===== src/common/soc_pkg.sv =====
// ------------------------------------------------
// System bus definitions: address map, bus widths
// and target indices for the bus wrapper
// ------------------------------------------------
`default_nettype none

package soc_pkg;

   // Bus widths
   localparam int unsigned AddrWidth    = 64;
   localparam int unsigned DataWidth    = 64;
   localparam int unsigned SelWidth     = DataWidth / 8;
   localparam int unsigned ApbAddrWidth = 32;
   localparam int unsigned ApbDataWidth = 32;

   typedef logic [AddrWidth-1:0]    addr_t;
   typedef logic [DataWidth-1:0]    data_t;
   typedef logic [SelWidth-1:0]     sel_t;
   typedef logic [ApbAddrWidth-1:0] apb_addr_t;
   typedef logic [ApbDataWidth-1:0] apb_data_t;

   // ------------------------------------------------
   // Targets
   // ------------------------------------------------
   typedef enum int unsigned {
      ROM   = 0,
      APB   = 1,
      CLINT = 2,
      SLM   = 3,
      DRAM  = 4
   } slave_idx_e;

   localparam int unsigned NrSlaves = 5;

   // External memory-style ports, APB excluded
   typedef enum int unsigned {
      MEM_ROM   = 0,
      MEM_CLINT = 1,
      MEM_SLM   = 2,
      MEM_DRAM  = 3
   } mem_idx_e;

   localparam int unsigned NrMemPorts = 4;

   // Address map in slave_idx_e order
   localparam addr_t SlaveBase [NrSlaves] = '{
      64'h0000_0000_0001_0000,
      64'h0000_0000_6000_0000,
      64'h0000_0000_0200_0000,
      64'h0000_0000_0400_0000,
      64'h0000_0000_8000_0000
   };

   localparam addr_t SlaveLength [NrSlaves] = '{
      64'h0000_0000_0001_0000,
      64'h0000_0000_1000_0000,
      64'h0000_0000_000C_0000,
      64'h0000_0000_0400_0000,
      64'h0000_0000_2000_0000
   };

endpackage

`default_nettype wire


===== src/apb_bridge/wb_apb_bridge.sv =====
// ------------------------------------------------
// Wishbone to APB bridge, 64-bit classic cycles to
// 32-bit APB setup and access phases
// ------------------------------------------------
`default_nettype none

module wb_apb_bridge (
   input  logic               clk,
   input  logic               rst_n_i,
   // Wishbone slave
   input  logic               wb_cyc_i,
   input  logic               wb_stb_i,
   input  logic               wb_we_i,
   input  soc_pkg::addr_t     wb_adr_i,
   input  soc_pkg::data_t     wb_dat_i,
   output soc_pkg::data_t     wb_dat_o,
   output logic               wb_ack_o,
   output logic               wb_err_o,
   // APB master
   output logic               psel_o,
   output logic               penable_o,
   output logic               pwrite_o,
   output soc_pkg::apb_addr_t paddr_o,
   output soc_pkg::apb_data_t pwdata_o,
   input  soc_pkg::apb_data_t prdata_i,
   input  logic               pready_i,
   input  logic               pslverr_i
);

   typedef enum logic [1:0] {
      IDLE   = 2'd0,
      SETUP  = 2'd1,
      ACCESS = 2'd2,
      RESP   = 2'd3
   } state_e;

   state_e             state_q;
   state_e             state_d;
   logic               start;
   logic               pwrite_q;
   logic               lane_hi_q;
   soc_pkg::apb_addr_t paddr_q;
   soc_pkg::apb_data_t pwdata_q;
   soc_pkg::apb_data_t prdata_q;
   logic               slverr_q;

   assign start = wb_cyc_i & wb_stb_i;

   // ------------------------------------------------
   // Transfer sequencing
   // ------------------------------------------------
   always_comb begin
      state_d = state_q;
      unique case (state_q)
         IDLE: begin
            if (start) begin
               state_d = SETUP;
            end
         end
         SETUP: begin
            state_d = ACCESS;
         end
         ACCESS: begin
            if (pready_i) begin
               state_d = RESP;
            end
         end
         default: begin
            state_d = IDLE;
         end
      endcase
   end

   always_ff @(posedge clk) begin
      if (!rst_n_i) begin
         state_q <= IDLE;
      end else begin
         state_q <= state_d;
      end
   end

   // Request capture and APB completion
   always_ff @(posedge clk) begin
      if (state_q == IDLE && start) begin
         paddr_q   <= wb_adr_i[soc_pkg::ApbAddrWidth-1:0];
         pwrite_q  <= wb_we_i;
         lane_hi_q <= wb_adr_i[2];
         pwdata_q  <= wb_adr_i[2] ? wb_dat_i[soc_pkg::DataWidth-1:soc_pkg::ApbDataWidth]
                                  : wb_dat_i[soc_pkg::ApbDataWidth-1:0];
      end
      if (state_q == ACCESS && pready_i) begin
         prdata_q <= prdata_i;
         slverr_q <= pslverr_i;
      end
   end

   // ------------------------------------------------
   // Outputs
   // ------------------------------------------------
   assign psel_o    = (state_q == SETUP) || (state_q == ACCESS);
   assign penable_o = (state_q == ACCESS);
   assign pwrite_o  = pwrite_q;
   assign paddr_o   = paddr_q;
   assign pwdata_o  = pwdata_q;

   assign wb_ack_o = (state_q == RESP) && !slverr_q;
   assign wb_err_o = (state_q == RESP) && slverr_q;

   // Read data in the lane picked by address bit 2
   assign wb_dat_o = lane_hi_q ? {prdata_q, {soc_pkg::ApbDataWidth{1'b0}}}
                               : {{soc_pkg::ApbDataWidth{1'b0}}, prdata_q};

endmodule

`default_nettype wire


===== src/hdl/soc_bus_wrap.sv =====
// ------------------------------------------------
// System bus wrapper: host port, crossbar, APB bridge
// and the external memory target ports
// ------------------------------------------------
`default_nettype none

module soc_bus_wrap (
   input  logic                           clk,
   input  logic                           rst_n_i,
   // Host port
   input  logic                           host_cyc_i,
   input  logic                           host_stb_i,
   input  logic                           host_we_i,
   input  soc_pkg::addr_t                 host_adr_i,
   input  soc_pkg::data_t                 host_dat_i,
   input  soc_pkg::sel_t                  host_sel_i,
   output soc_pkg::data_t                 host_dat_o,
   output logic                           host_ack_o,
   output logic                           host_err_o,
   // Memory targets, mem_idx_e order
   output logic [soc_pkg::NrMemPorts-1:0] mem_cyc_o,
   output logic [soc_pkg::NrMemPorts-1:0] mem_stb_o,
   output logic                           mem_we_o,
   output soc_pkg::addr_t                 mem_adr_o,
   output soc_pkg::data_t                 mem_dat_o,
   output soc_pkg::sel_t                  mem_sel_o,
   input  soc_pkg::data_t                 mem_dat_i [soc_pkg::NrMemPorts],
   input  logic [soc_pkg::NrMemPorts-1:0] mem_ack_i,
   input  logic [soc_pkg::NrMemPorts-1:0] mem_err_i,
   // APB
   output logic                           psel_o,
   output logic                           penable_o,
   output logic                           pwrite_o,
   output soc_pkg::apb_addr_t             paddr_o,
   output soc_pkg::apb_data_t             pwdata_o,
   input  soc_pkg::apb_data_t             prdata_i,
   input  logic                           pready_i,
   input  logic                           pslverr_i
);

   logic [soc_pkg::NrSlaves-1:0]      tgt_cyc;
   logic [soc_pkg::NrSlaves-1:0]      tgt_stb;
   logic                              tgt_we;
   soc_pkg::addr_t                    tgt_adr;
   soc_pkg::data_t                    tgt_dat;
   soc_pkg::sel_t                     tgt_sel;
   wire soc_pkg::data_t               tgt_rdat [soc_pkg::NrSlaves];
   wire logic [soc_pkg::NrSlaves-1:0] tgt_ack;
   wire logic [soc_pkg::NrSlaves-1:0] tgt_err;

   // ------------------------------------------------
   // Crossbar
   // ------------------------------------------------
   wb_xbar i_wb_xbar (
      .clk        ( clk        ),
      .rst_n_i    ( rst_n_i    ),
      .host_cyc_i ( host_cyc_i ),
      .host_stb_i ( host_stb_i ),
      .host_we_i  ( host_we_i  ),
      .host_adr_i ( host_adr_i ),
      .host_dat_i ( host_dat_i ),
      .host_sel_i ( host_sel_i ),
      .host_dat_o ( host_dat_o ),
      .host_ack_o ( host_ack_o ),
      .host_err_o ( host_err_o ),
      .tgt_cyc_o  ( tgt_cyc    ),
      .tgt_stb_o  ( tgt_stb    ),
      .tgt_we_o   ( tgt_we     ),
      .tgt_adr_o  ( tgt_adr    ),
      .tgt_dat_o  ( tgt_dat    ),
      .tgt_sel_o  ( tgt_sel    ),
      .tgt_dat_i  ( tgt_rdat   ),
      .tgt_ack_i  ( tgt_ack    ),
      .tgt_err_i  ( tgt_err    )
   );

   // ------------------------------------------------
   // APB slot
   // ------------------------------------------------
   wb_apb_bridge i_wb_apb_bridge (
      .clk       ( clk                    ),
      .rst_n_i   ( rst_n_i                ),
      .wb_cyc_i  ( tgt_cyc[soc_pkg::APB]  ),
      .wb_stb_i  ( tgt_stb[soc_pkg::APB]  ),
      .wb_we_i   ( tgt_we                 ),
      .wb_adr_i  ( tgt_adr                ),
      .wb_dat_i  ( tgt_dat                ),
      .wb_dat_o  ( tgt_rdat[soc_pkg::APB] ),
      .wb_ack_o  ( tgt_ack[soc_pkg::APB]  ),
      .wb_err_o  ( tgt_err[soc_pkg::APB]  ),
      .psel_o    ( psel_o                 ),
      .penable_o ( penable_o              ),
      .pwrite_o  ( pwrite_o               ),
      .paddr_o   ( paddr_o                ),
      .pwdata_o  ( pwdata_o               ),
      .prdata_i  ( prdata_i               ),
      .pready_i  ( pready_i               ),
      .pslverr_i ( pslverr_i              )
   );

   // ------------------------------------------------
   // Memory slots, slave_idx_e to mem_idx_e
   // ------------------------------------------------
   assign mem_we_o  = tgt_we;
   assign mem_adr_o = tgt_adr;
   assign mem_dat_o = tgt_dat;
   assign mem_sel_o = tgt_sel;

   assign mem_cyc_o[soc_pkg::MEM_ROM]   = tgt_cyc[soc_pkg::ROM];
   assign mem_cyc_o[soc_pkg::MEM_CLINT] = tgt_cyc[soc_pkg::CLINT];
   assign mem_cyc_o[soc_pkg::MEM_SLM]   = tgt_cyc[soc_pkg::SLM];
   assign mem_cyc_o[soc_pkg::MEM_DRAM]  = tgt_cyc[soc_pkg::DRAM];

   assign mem_stb_o[soc_pkg::MEM_ROM]   = tgt_stb[soc_pkg::ROM];
   assign mem_stb_o[soc_pkg::MEM_CLINT] = tgt_stb[soc_pkg::CLINT];
   assign mem_stb_o[soc_pkg::MEM_SLM]   = tgt_stb[soc_pkg::SLM];
   assign mem_stb_o[soc_pkg::MEM_DRAM]  = tgt_stb[soc_pkg::DRAM];

   // Responses back into crossbar order
   assign tgt_rdat[soc_pkg::ROM]   = mem_dat_i[soc_pkg::MEM_ROM];
   assign tgt_rdat[soc_pkg::CLINT] = mem_dat_i[soc_pkg::MEM_CLINT];
   assign tgt_rdat[soc_pkg::SLM]   = mem_dat_i[soc_pkg::MEM_SLM];
   assign tgt_rdat[soc_pkg::DRAM]  = mem_dat_i[soc_pkg::MEM_DRAM];

   assign tgt_ack[soc_pkg::ROM]   = mem_ack_i[soc_pkg::MEM_ROM];
   assign tgt_ack[soc_pkg::CLINT] = mem_ack_i[soc_pkg::MEM_CLINT];
   assign tgt_ack[soc_pkg::SLM]   = mem_ack_i[soc_pkg::MEM_SLM];
   assign tgt_ack[soc_pkg::DRAM]  = mem_ack_i[soc_pkg::MEM_DRAM];

   assign tgt_err[soc_pkg::ROM]   = mem_err_i[soc_pkg::MEM_ROM];
   assign tgt_err[soc_pkg::CLINT] = mem_err_i[soc_pkg::MEM_CLINT];
   assign tgt_err[soc_pkg::SLM]   = mem_err_i[soc_pkg::MEM_SLM];
   assign tgt_err[soc_pkg::DRAM]  = mem_err_i[soc_pkg::MEM_DRAM];

endmodule

`default_nettype wire


===== src/interconnect/wb_xbar.sv =====
// ------------------------------------------------
// Wishbone crossbar: decodes the host address to one
// target, routes the cycle and errors unmapped ones
// ------------------------------------------------
`default_nettype none

module wb_xbar (
   input  logic                         clk,
   input  logic                         rst_n_i,
   // Host port
   input  logic                         host_cyc_i,
   input  logic                         host_stb_i,
   input  logic                         host_we_i,
   input  soc_pkg::addr_t               host_adr_i,
   input  soc_pkg::data_t               host_dat_i,
   input  soc_pkg::sel_t                host_sel_i,
   output soc_pkg::data_t               host_dat_o,
   output logic                         host_ack_o,
   output logic                         host_err_o,
   // Target ports
   output logic [soc_pkg::NrSlaves-1:0] tgt_cyc_o,
   output logic [soc_pkg::NrSlaves-1:0] tgt_stb_o,
   output logic                         tgt_we_o,
   output soc_pkg::addr_t               tgt_adr_o,
   output soc_pkg::data_t               tgt_dat_o,
   output soc_pkg::sel_t                tgt_sel_o,
   input  soc_pkg::data_t               tgt_dat_i [soc_pkg::NrSlaves],
   input  logic [soc_pkg::NrSlaves-1:0] tgt_ack_i,
   input  logic [soc_pkg::NrSlaves-1:0] tgt_err_i
);

   logic [soc_pkg::NrSlaves-1:0] hit;
   logic                         mapped;
   logic                         req;
   logic                         unmapped_err_q;

   assign req = host_cyc_i & host_stb_i;

   // ------------------------------------------------
   // Address decode
   // ------------------------------------------------
   // Ranges do not overlap, so hit is one-hot or zero
   always_comb begin
      for (int i = 0; i < soc_pkg::NrSlaves; i++) begin
         hit[i] = (host_adr_i >= soc_pkg::SlaveBase[i]) &&
                  (host_adr_i < soc_pkg::SlaveBase[i] + soc_pkg::SlaveLength[i]);
      end
   end

   assign mapped = |hit;

   // ------------------------------------------------
   // Request path
   // ------------------------------------------------
   assign tgt_cyc_o = host_cyc_i ? hit : '0;
   assign tgt_stb_o = req ? hit : '0;

   // Shared by all targets
   assign tgt_we_o  = host_we_i;
   assign tgt_adr_o = host_adr_i;
   assign tgt_dat_o = host_dat_i;
   assign tgt_sel_o = host_sel_i;

   // ------------------------------------------------
   // Response path
   // ------------------------------------------------
   always_comb begin
      host_dat_o = '0;
      host_ack_o = 1'b0;
      host_err_o = unmapped_err_q;
      for (int i = 0; i < soc_pkg::NrSlaves; i++) begin
         if (hit[i] && host_cyc_i) begin
            host_dat_o = tgt_dat_i[i];
            host_ack_o = tgt_ack_i[i];
            host_err_o = unmapped_err_q | tgt_err_i[i];
         end
      end
   end

   // Single error pulse for an access outside the map,
   // the master drops stb on the edge after it
   always_ff @(posedge clk) begin
      if (!rst_n_i) begin
         unmapped_err_q <= 1'b0;
      end else begin
         unmapped_err_q <= req && !mapped && !unmapped_err_q;
      end
   end

endmodule

`default_nettype wire


===== config.mk =====
export PLATFORM = sky130hd
export DESIGN_NAME = soc_bus_wrap
export DESIGN_NICKNAME = d
export VERILOG_FILES = /design/src/common/soc_pkg.sv /design/src/apb_bridge/wb_apb_bridge.sv /design/src/hdl/soc_bus_wrap.sv /design/src/interconnect/wb_xbar.sv
export SDC_FILE = /design/constraint.sdc
export NUM_CORES = 1
export LEC_CHECK = 0
export BUFFER_PORTS_ARGS = -buffer_cell sky130_fd_sc_hd__buf_2
export CELL_PAD_IN_SITES_DETAIL_PLACEMENT = 0
export CELL_PAD_IN_SITES_GLOBAL_PLACEMENT = 1
export CORE_AREA = 2 2 276 278
export CTS_CLUSTER_DIAMETER = 120
export CTS_CLUSTER_SIZE = 14
export DETAILED_ROUTE_END_ITERATION = 10
export DIE_AREA = 0 0 278 280
export HOLD_SLACK_MARGIN = 0.12
export PLACE_DENSITY = 0.42
export SYNTH_ARGS = -nofsm -noshare
export SYNTH_HDL_FRONTEND = slang
export SYNTH_SLANG_ARGS = --single-unit

===== constraint.sdc =====
create_clock -name clk -period 5.6 [get_ports clk]
set_input_delay 1.12 -clock clk [delete_from_list [all_inputs] [get_ports clk]]
set_output_delay 1.12 -clock clk [all_outputs]
set_load 0.02 [all_outputs]

# After elaboration in Yosys (flattened, before gate mapping)
# Cells that the tools add are included.
[op_classes]
magnitude_cmp = 10
n_eq_ne = 5
mux = 22
n_bitwise = 7
n_reduce_logical = 23
[op_table]
columns = ["operator", "n"]
rows = [
  ["$mux 64", 6],
  ["$ge 64x17->1 const B", 1],
  ["$ge 64x26->1 const B", 1],
  ["$ge 64x27->1 const B", 1],
  ["$ge 64x31->1 const B", 1],
  ["$ge 64x32->1 const B", 1],
  ["$lt 64x18->1 const B", 1],
  ["$lt 64x26->1 const B", 1],
  ["$lt 64x28->1 const B", 1],
  ["$lt 64x31->1 const B", 1],
  ["$lt 64x32->1 const B", 1],
  ["$mux 32", 1],
  ["$logic_and 1x1->1", 16],
  ["$mux 1", 10],
  ["$mux 5", 2],
  ["$pmux 2 s3", 1],
  ["$or 1x1->1", 5],
  ["$reduce_or 5->1", 1],
  ["$eq 2x2->1 const B", 2],
  ["$mux 2", 2],
  ["$ne 2x1->1 const B", 2],
  ["$logic_not 1->1", 3],
  ["$and 1x1->1", 2],
  ["$eq 2x1->1 const B", 1],
  ["other kinds (3)", 3],
]
[totals]
ff_bits = 102
input_bits = 439
wordCells = 75

# Longest topological paths before layout
# Gate-level depths: netlist (run 1).
[depth]
depth_word = 8
ltp_mapped = 7
ltp_nobuf = 6

# Cells and area by module
# Synthesis (run 1) repeated with hierarchy kept, for this count alone.
[hier_totals]
cells_unflattened = 815
area_unflattened_um2 = 7831.3
[by_module_without_submodules]
columns = ["mod", "instances", "cells_per_inst", "area_per_inst_um2"]
rows = [
  ["wb_apb_bridge", 1, 228, 3950.0],
  ["wb_xbar", 1, 587, 3881.2],
]

# Least setup slack after synthesis (run 1)
# OpenSTA, ideal clock, no wires.
[synth_timing]
kind = "input to register"
start = "input host_adr_i[35]"
end = "register i_wb_apb_bridge.paddr_q[0], in the netlist i_wb_apb_bridge.paddr_o[0], enable pin"
t_arrival_ns = 4.913
t_required_ns = 5.111
path_slack_ns = 0.198
path_stages = 7
n_path_buf = 2
path_cell_list = "nor4_2 -> and4_1 -> and3_1 -> buf_2 -> buf_4 -> nand2_1 -> nor2_1"
[synth_between]
elab_chain_len = 5
word_cells_on_any_way = 7
cone_classes = "2 x order compare; 2 x mux; 1 x bitwise; 2 x reduce/logical"
[synth_lines]
columns = ["element", "line", "source"]
rows = [
  ["start: declaration", "soc_bus_wrap.sv:14", "input soc_pkg::addr_t host_adr_i,"],
  ["$ge 64x31->1 or $lt 64x31->1 (tied branches)", "wb_xbar.sv:45, wb_xbar.sv:46", ""],
  ["$logic_and 1x1->1 *", "wb_xbar.sv:45", "hit[i] = (host_adr_i >= soc_pkg::SlaveBase[i]) &&"],
  ["$mux 5, on equally long branches", "wb_xbar.sv:55, wb_xbar.sv:56", ""],
  ["$and 1x1->1 *", "wb_apb_bridge.sv:47", "assign start = wb_cyc_i & wb_stb_i;"],
  ["$logic_and 1x1->1 *", "wb_apb_bridge.sv:84", "if (state_q == IDLE && start) begin"],
  ["end signal: assignment", "wb_apb_bridge.sv:85", "paddr_q <= wb_adr_i[soc_pkg::ApbAddrWidth-1:0];"],
  ["end: declaration", "wb_apb_bridge.sv:42", "soc_pkg::apb_addr_t paddr_q;"],
]
# Mark *: on every way between the ends. The rest lies on a longest branch, timed or not.
# A chain may end at the register's enable or synchronous reset.

# Worst setup path after layout (run 1)
[layout_timing]
start = "input host_adr_i[35]"
end = "output host_dat_o[33]"
[layout_between]
elab_chain_len = 8
word_cells_on_any_way = 25
cone_classes = "10 x order compare; 5 x mux; 10 x reduce/logical"
[layout_lines]
columns = ["element", "line", "source"]
rows = [
  ["$ge 64x17->1 or $lt 64x18->1 (tied branches)", "wb_xbar.sv:45, wb_xbar.sv:46", ""],
  ["$logic_and 1x1->1", "wb_xbar.sv:45", ""],
  ["$logic_and 1x1->1", "wb_xbar.sv:72", "if (hit[i] && host_cyc_i) begin"],
  ["$mux 64 (4 in a row)", "wb_xbar.sv:72", ""],
  ["$mux 64 *", "wb_xbar.sv:72", ""],
  ["end: declaration", "soc_bus_wrap.sv:17", "output soc_pkg::data_t host_dat_o,"],
]
# Marks and branches as above.

==> results of run 1 <==
[final cells by class]
type / instances / area [um^2] / share of cell area
antenna: 2 / 5.00 / 0.000423
clock buffer: 9 / 225 / 0.0190
clock inverter: 7 / 85.1 / 0.00719
inverter: 3 / 11.3 / 0.000952
multi-input combinational: 499 / 3510 / 0.296
sequential: 101 / 3000 / 0.254
tap: 978 / 1220 / 0.103
timing repair buffer: 726 / 3770 / 0.319
[state kept, by name, summed over array words and instances (netlist names)]
register                  count
i_wb_apb_bridge.paddr_o      32
i_wb_apb_bridge.prdata_q     32
i_wb_apb_bridge.pwdata_o     32
i_wb_apb_bridge.pwrite_o      1
i_wb_apb_bridge.slverr_q      1
i_wb_apb_bridge.state_q       2
i_wb_xbar.unmapped_err_q      1
[worst max-delay path, cell delays in order]
cell and delay [ps]:
buf_2 110, nor4_2 450, and4_1 420, nand3_4 480, buf_12 380, a31o_1 210
a32oi_1 180, buf_2 200
[kinds of logic after synthesis]
logic type | after synthesis
AOI/OAI and AO/OA | 270
DFF | 101
muxes | 34
adders and majority gates | 3
and+or+nand+nor | 192
buffers and inverters | 208
[how the worst max path moves through the flow]
stage	startpoint	endpoint	cells after the start
2_1_floorplan	host_adr_i[35]	i_wb_apb_bridge.paddr_o[0]	7
3_3_place_gp	host_adr_i[35]	mem_stb_o[0]	7
3_5_place_dp	host_adr_i[35]	mem_stb_o[0]	7
4_1_cts	host_adr_i[35]	mem_stb_o[0]	7
5_1_grt	host_adr_i[35]	host_dat_o[36]	8
6_report	host_adr_i[35]	host_dat_o[33]	8
[power by group through the flow]
stage / clock (mW) / sequential (mW) / combinational, mW
final: 0.718 / 0.829 / 0.393
after global routing: 0.792 / 0.829 / 0.421
after CTS: 0.778 / 0.829 / 0.398
after detailed placement: 0 / 0.847 / 0.396
after global placement: 0 / 0.847 / 0.397
after floorplan: 0 / 0.847 / 0.206
[layout by cell type, fill, tap and decap left out, types with 6 or more instances in the layout]
cell type	synthesis	layout
nand2_1	139	137
buf_12	0	6
a32oi_2	10	10
nor4_2	11	11
a32oi_1	54	54
o21ai_1	9	9
edfxtp_1	98	98
buf_4	144	20
nor2_1	13	12
o21ai_0	57	56
clkbuf_16	0	9
mux2_2	32	32
a22oi_1	65	65
a31o_1	64	64
buf_2	26	700
[metal layers]
layer	vias to the layer above	wire length, um	GRT usage
li1	4028	-	-
met1	4256	19600	0.135
met2	475	25100	0.217
met3	68	3220	0.0297
met4	4	1760	0.0527
met5	-	22	0
[cells in the mapped netlist (11+ instances only)]
master and count:
a22oi_1 65, mux2_2 32, clkbuf_1 18, nand2_1 139, edfxtp_1 98, nor4_2 11
buf_2 26, buf_6 13, buf_4 144, o21ai_0 57, a32oi_1 54, a31o_1 64
nor2_1 13
[metrics by stage]
step	setup WS [ps]	utilization	area, um^2	total power, mW	hold slack [ps]
final	879	0.157	11800	1.94	499
after global placement	850	0.153	11500	1.24	473
after global routing	721	0.157	11800	2.04	509
after detailed placement	839	0.153	11500	1.24	485
after floorplan	198	-	7910	1.05	455
after CTS	833	0.157	11800	2.01	496
==> impl_metrics.env, run 1 <==
export IMPL_synth_edf_count=98
export IMPL_cts_resized=0
export IMPL_skew_ps=12.0
export IMPL_hold_class="reg2reg"
export IMPL_ff2ff_path_depth=4
export IMPL_grt_max_degree=52
export IMPL_grt_pass1_wl_um=67100
export IMPL_arrival_ps=3600
export IMPL_clkLatencyLatePin_ps=390
export IMPL_fmax_mhz=212
export IMPL_syn_cell_area_um2=7910
export IMPL_cp_end_kind="output port"
export IMPL_ys_top_cells_by_area="edfxtp_1 37%, buf_4 14%, a31o_1 7.1%"
export IMPL_first_iter_violations=385
export IMPL_reg2reg_to="i_wb_apb_bridge.prdata_q[26]"
export IMPL_fp_row_count=101
export IMPL_fp_dieArea_um2=77800
export IMPL_p_int_mw=1.33
export IMPL_synthMuxAreaShare=0.0481
export IMPL_areaGrowthSynthToFinish_pct=49.6
export IMPL_setup_violations=0
export IMPL_grt_pass1_vias=9163
export IMPL_pwr_share_seq=0.428
export IMPL_vias=8831
export IMPL_yosysTopAreaCellShare=0.372
export IMPL_drive_gt1_frac=0.602
export IMPL_final_cells=2325
export IMPL_io_pins=717
export IMPL_clock_power_share=0.370
export IMPL_synth_cell_types=45
export IMPL_synth_compound_area_frac=0.264
export IMPL_htreeDepth=3
export IMPL_nets=1782
export IMPL_drt_total_wl_um=49700
export IMPL_synthFlopType="edfxtp_1"
export IMPL_cp_max_fo=31
export IMPL_syn_instance_count=808
export IMPL_p_switching_uw=613
export IMPL_syn_nets=1250
export IMPL_core_um2=75200
export IMPL_yosysWarnings=0
export IMPL_max_slew_margin_rel=0.472
export IMPL_cts_root_buf="clkbuf_16"
export IMPL_first_pass_iters=5
export IMPL_swShare=0.316
export IMPL_synth_fa_ha_area_frac=0.00475
export IMPL_synth_async_reset_ratio=0
export IMPL_chipHeight_um=280
export IMPL_hold_depth=2
export IMPL_peakVddDrop_v=0.000135
export IMPL_r2r_slack_ps=3590
export IMPL_layout_min_cycle_time_ps=4720
export IMPL_tns_ps=0
export IMPL_reg2reg_from="i_wb_apb_bridge.state_q[0]"
export IMPL_cts_buffers=9
export IMPL_grt_usage=0.121
export IMPL_hpwl_um=39600
export IMPL_fill_cells=8610
export IMPL_avgRoutedWirePerCell_um=21.4
export IMPL_cp_required_ps=4480
export IMPL_grt_overflow_total=0
export IMPL_cts_hold_buffers_added=0
export IMPL_clk_pin_slew_worst_paths_ps=80
export IMPL_synth_seq_area_share=0.380
export IMPL_portBuffers=700
export IMPL_start_util=0.105
export IMPL_clock_sinks=101
export IMPL_min_from="i_wb_apb_bridge.state_q[0]"
export IMPL_drv_cap=0
export IMPL_drc_errors=0
export IMPL_period_share=0.843
export IMPL_syn_area_per_cell_um2=9.79
export IMPL_ys_ff_latch=101
export IMPL_place_inst=2307
export IMPL_synth_top_area_cell="edfxtp_1"
export IMPL_status="completed"
export IMPL_synthSimpleGateAreaFrac=0.118
export IMPL_cts_tree="yes"
export IMPL_tightestPinTransition_ps=792
export IMPL_power_density_nw_per_um2=164
export IMPL_cellLeakagePower_nw=4.91
export IMPL_antenna_left=0
export IMPL_worstHoldEndpoint="i_wb_apb_bridge.state_q[0]"
export IMPL_critPathKind="in2out"
export IMPL_synth_xor_xnor_area_share=0
export IMPL_grt_antenna_before_repair=4
export IMPL_rsz0062_at_grt="no"
export IMPL_critPathLaunchType="input pin"
export IMPL_die_w_um=278
export IMPL_avgViaCountPerCell=3.80
export IMPL_finalHoldViolations=0
export IMPL_cts_setup_buffers=0
export IMPL_place_gp_congestion=0.894
export IMPL_drv_slew=0
export IMPL_clockBufferDepth=2
export IMPL_synth_top_family_by_area="compound AO/OA/AOI/OAI gates"
export IMPL_comb_power_share=0.202
Note: power is estimated with default switching activity, not from simulation.
==> inputs of run 2 (changes only) <==
- CORE_AREA: 2 2 276 278 -> 2 2 275 277
- DIE_AREA: 0 0 278 280 -> 0 0 277 279
- PLACE_DENSITY: 0.42 -> 0.41
- clock period: 5.6 -> 4.48 ns (I/O delays scaled with it)
==> run 2 against run 1 <==
Setup slack worse by 560 ps. Count of clock-buffer cells in the layout unchanged. First-iteration DRC count down 9.1%. Utilization up 0.37 points. Via count up 0.70%. Sequential power up 25%.
==> impl_metrics.env, run 2 (synthesis gave the netlist of run 1 again) <==
export IMPL_status="completed"
export IMPL_portBuffers=700
export IMPL_finalHoldViolations=0
export IMPL_setup_violations=0
export IMPL_max_slew_margin_rel=0.250
export IMPL_worstSetupEndpoint="host_dat_o[62]"
export IMPL_start_util=0.107
export IMPL_tns_ps=0
export IMPL_place_worst_setup_slack_ps=29.7
export IMPL_cellLeakagePower_nw=4.98
export IMPL_fp_dieArea_um2=77300
export IMPL_cts_resized=0
export IMPL_critPathLaunchType="input pin"
export IMPL_first_iter_violations=350
export IMPL_fin_ws_ps=320
export IMPL_drc_errors=0
export IMPL_critPathKind="in2out"
export IMPL_chipHeight_um=279
export IMPL_skew_ps=14.6
export IMPL_met2_length_um=28200
export IMPL_crit_buf_inv=3
export IMPL_grt_overflow_total=0
export IMPL_clkLatencyLatePin_ps=400
export IMPL_place_gp_congestion=0.869
export IMPL_final_common_cell="buf_2"
export IMPL_r2r_slack_ps=2500
export IMPL_wl_met3_um=3160
export IMPL_areaGrowthSynthToFinish_pct=50.9
export IMPL_cp_end_kind="output port"
export IMPL_hold_slack_ps=494
export IMPL_antenna_left=0
export IMPL_drv_cap=0
export IMPL_final_core_util=0.161
export IMPL_io_pins=717
export IMPL_cp_cell_sequence="buf_2 -> a21boi_1 -> nand2_4 -> buf_4 -> a31o_1 -> a32oi_1 -> buf_2"
export IMPL_drv_slew=0
export IMPL_cp_slowest_cell="a21boi_1"
export IMPL_reg2reg_to="i_wb_apb_bridge.prdata_q[17]"
export IMPL_grt_pass1_wl_um=73800
export IMPL_placed_cell_area_um2=11600
export IMPL_rsz0062_at_grt="no"
export IMPL_period_share=0.929
export IMPL_seqCellArea_um2=3000
export IMPL_grt_usage=0.136
export IMPL_nets=1795
export IMPL_cp_max_fo=29
export IMPL_die_w_um=277
export IMPL_tightestPinTransition_ps=1120
export IMPL_grt_max_degree=64
export IMPL_clock_sinks=101
export IMPL_first_pass_iters=4
export IMPL_ff2ff_path_depth=3
export IMPL_grt_antenna_before_repair=11
export IMPL_cp_required_ps=3580
export IMPL_drt_met1_wl_um=22200
export IMPL_avgViaCountPerCell=3.82
export IMPL_cts_tree="yes"
export IMPL_top_layer_used="met5"
export IMPL_crit_start="host_adr_i[25]"
export IMPL_grt_pass1_vias=9313
export IMPL_hpwl_um=45400
export IMPL_cts_hold_buffers_added=0
export IMPL_avgRoutedWirePerCell_um=23.6
export IMPL_peakVddDrop_v=0.000186
export IMPL_cp_common_cell="buf_2"
export IMPL_slowest_delay_ps=650
export IMPL_reg2reg_from="i_wb_apb_bridge.state_q[0]"
export IMPL_power_density_nw_per_um2=205
export IMPL_final_area_um2=11900
export IMPL_cp_depth=7
export IMPL_htreeDepth=3
export IMPL_cts_root_buf="clkbuf_16"
export IMPL_fill_cells=8547
export IMPL_layout_min_cycle_time_ps=4160
export IMPL_clk_pin_slew_worst_paths_ps=90
export IMPL_cts_setup_buffers=0
export IMPL_vias=8893
export IMPL_core_um2=74100
export IMPL_hold_class="reg2reg"
export IMPL_final_cell_mix="700 x buf_2, 137 x nand2_1, 98 x edfxtp_1"
export IMPL_arrival_ps=3260
export IMPL_cts_buffers=9
export IMPL_clockBufferDepth=2
export IMPL_critPathTopFamily="compound AO/OA/AOI/OAI gates"
export IMPL_fmax_mhz=240
export IMPL_drt_total_wl_um=54900
export IMPL_drive_gt1_frac=0.607
export IMPL_multiInputGateArea_um2=3510
export IMPL_fp_row_count=100
[run 2: area by class of cell]
type                    instances  area share
multi-input cells             499       0.294
clock inverters                 7     0.00682
inverters                       3    0.000944
flip-flops and latches        101       0.252
repair buffers                739       0.325
well taps                     969       0.102
clock buffers                   9      0.0189
diodes                          1    0.000210
[run 2: routing by layer]
metal  track usage  vias to the layer above
li1              -                     4057
met1         0.156                     4302
met2         0.250                      453
met3        0.0311                       67
met4        0.0394                       14
met5             0                        -
[run 2: how the worst min path moves through the flow]
stage | from | end | depth (start not counted)
final | i_wb_apb_bridge.state_q[0] | i_wb_apb_bridge.state_q[0] | 2
after global routing | i_wb_apb_bridge.state_q[0] | i_wb_apb_bridge.state_q[0] | 2
after CTS | i_wb_apb_bridge.state_q[0] | i_wb_apb_bridge.state_q[0] | 2
after detailed placement | i_wb_apb_bridge.state_q[0] | i_wb_apb_bridge.state_q[0] | 2
after global placement | i_wb_apb_bridge.state_q[0] | i_wb_apb_bridge.state_q[0] | 2
after floorplan | i_wb_apb_bridge.state_q[0] | i_wb_apb_bridge.state_q[0] | 2
[run 2: worst min-delay path, delay by kind of cell (launching register included)]
kind	cells	cell delay, ps
muxes	1	60
and+or+nand+nor	1	60
DFF	1	330
[run 2: power by group]
group	switching (mW)	internal [mW]	total [mW]	leakage [nW]
logic	0.280	0.220	0.499	3.92
clock network	0.502	0.405	0.907	0.150
registers	0.000719	1.04	1.04	0.905
[run 2: per-stage QoR]
| stage | instances | power (mW) |
|---|---|---|
| CTS | 2327 | 2.52 |
| finish | 2328 | 2.44 |
| global placement | 2311 | 1.57 |
| floorplan | 808 | 1.32 |
| detailed placement | 2311 | 1.56 |
| global route | 2327 | 2.55 |
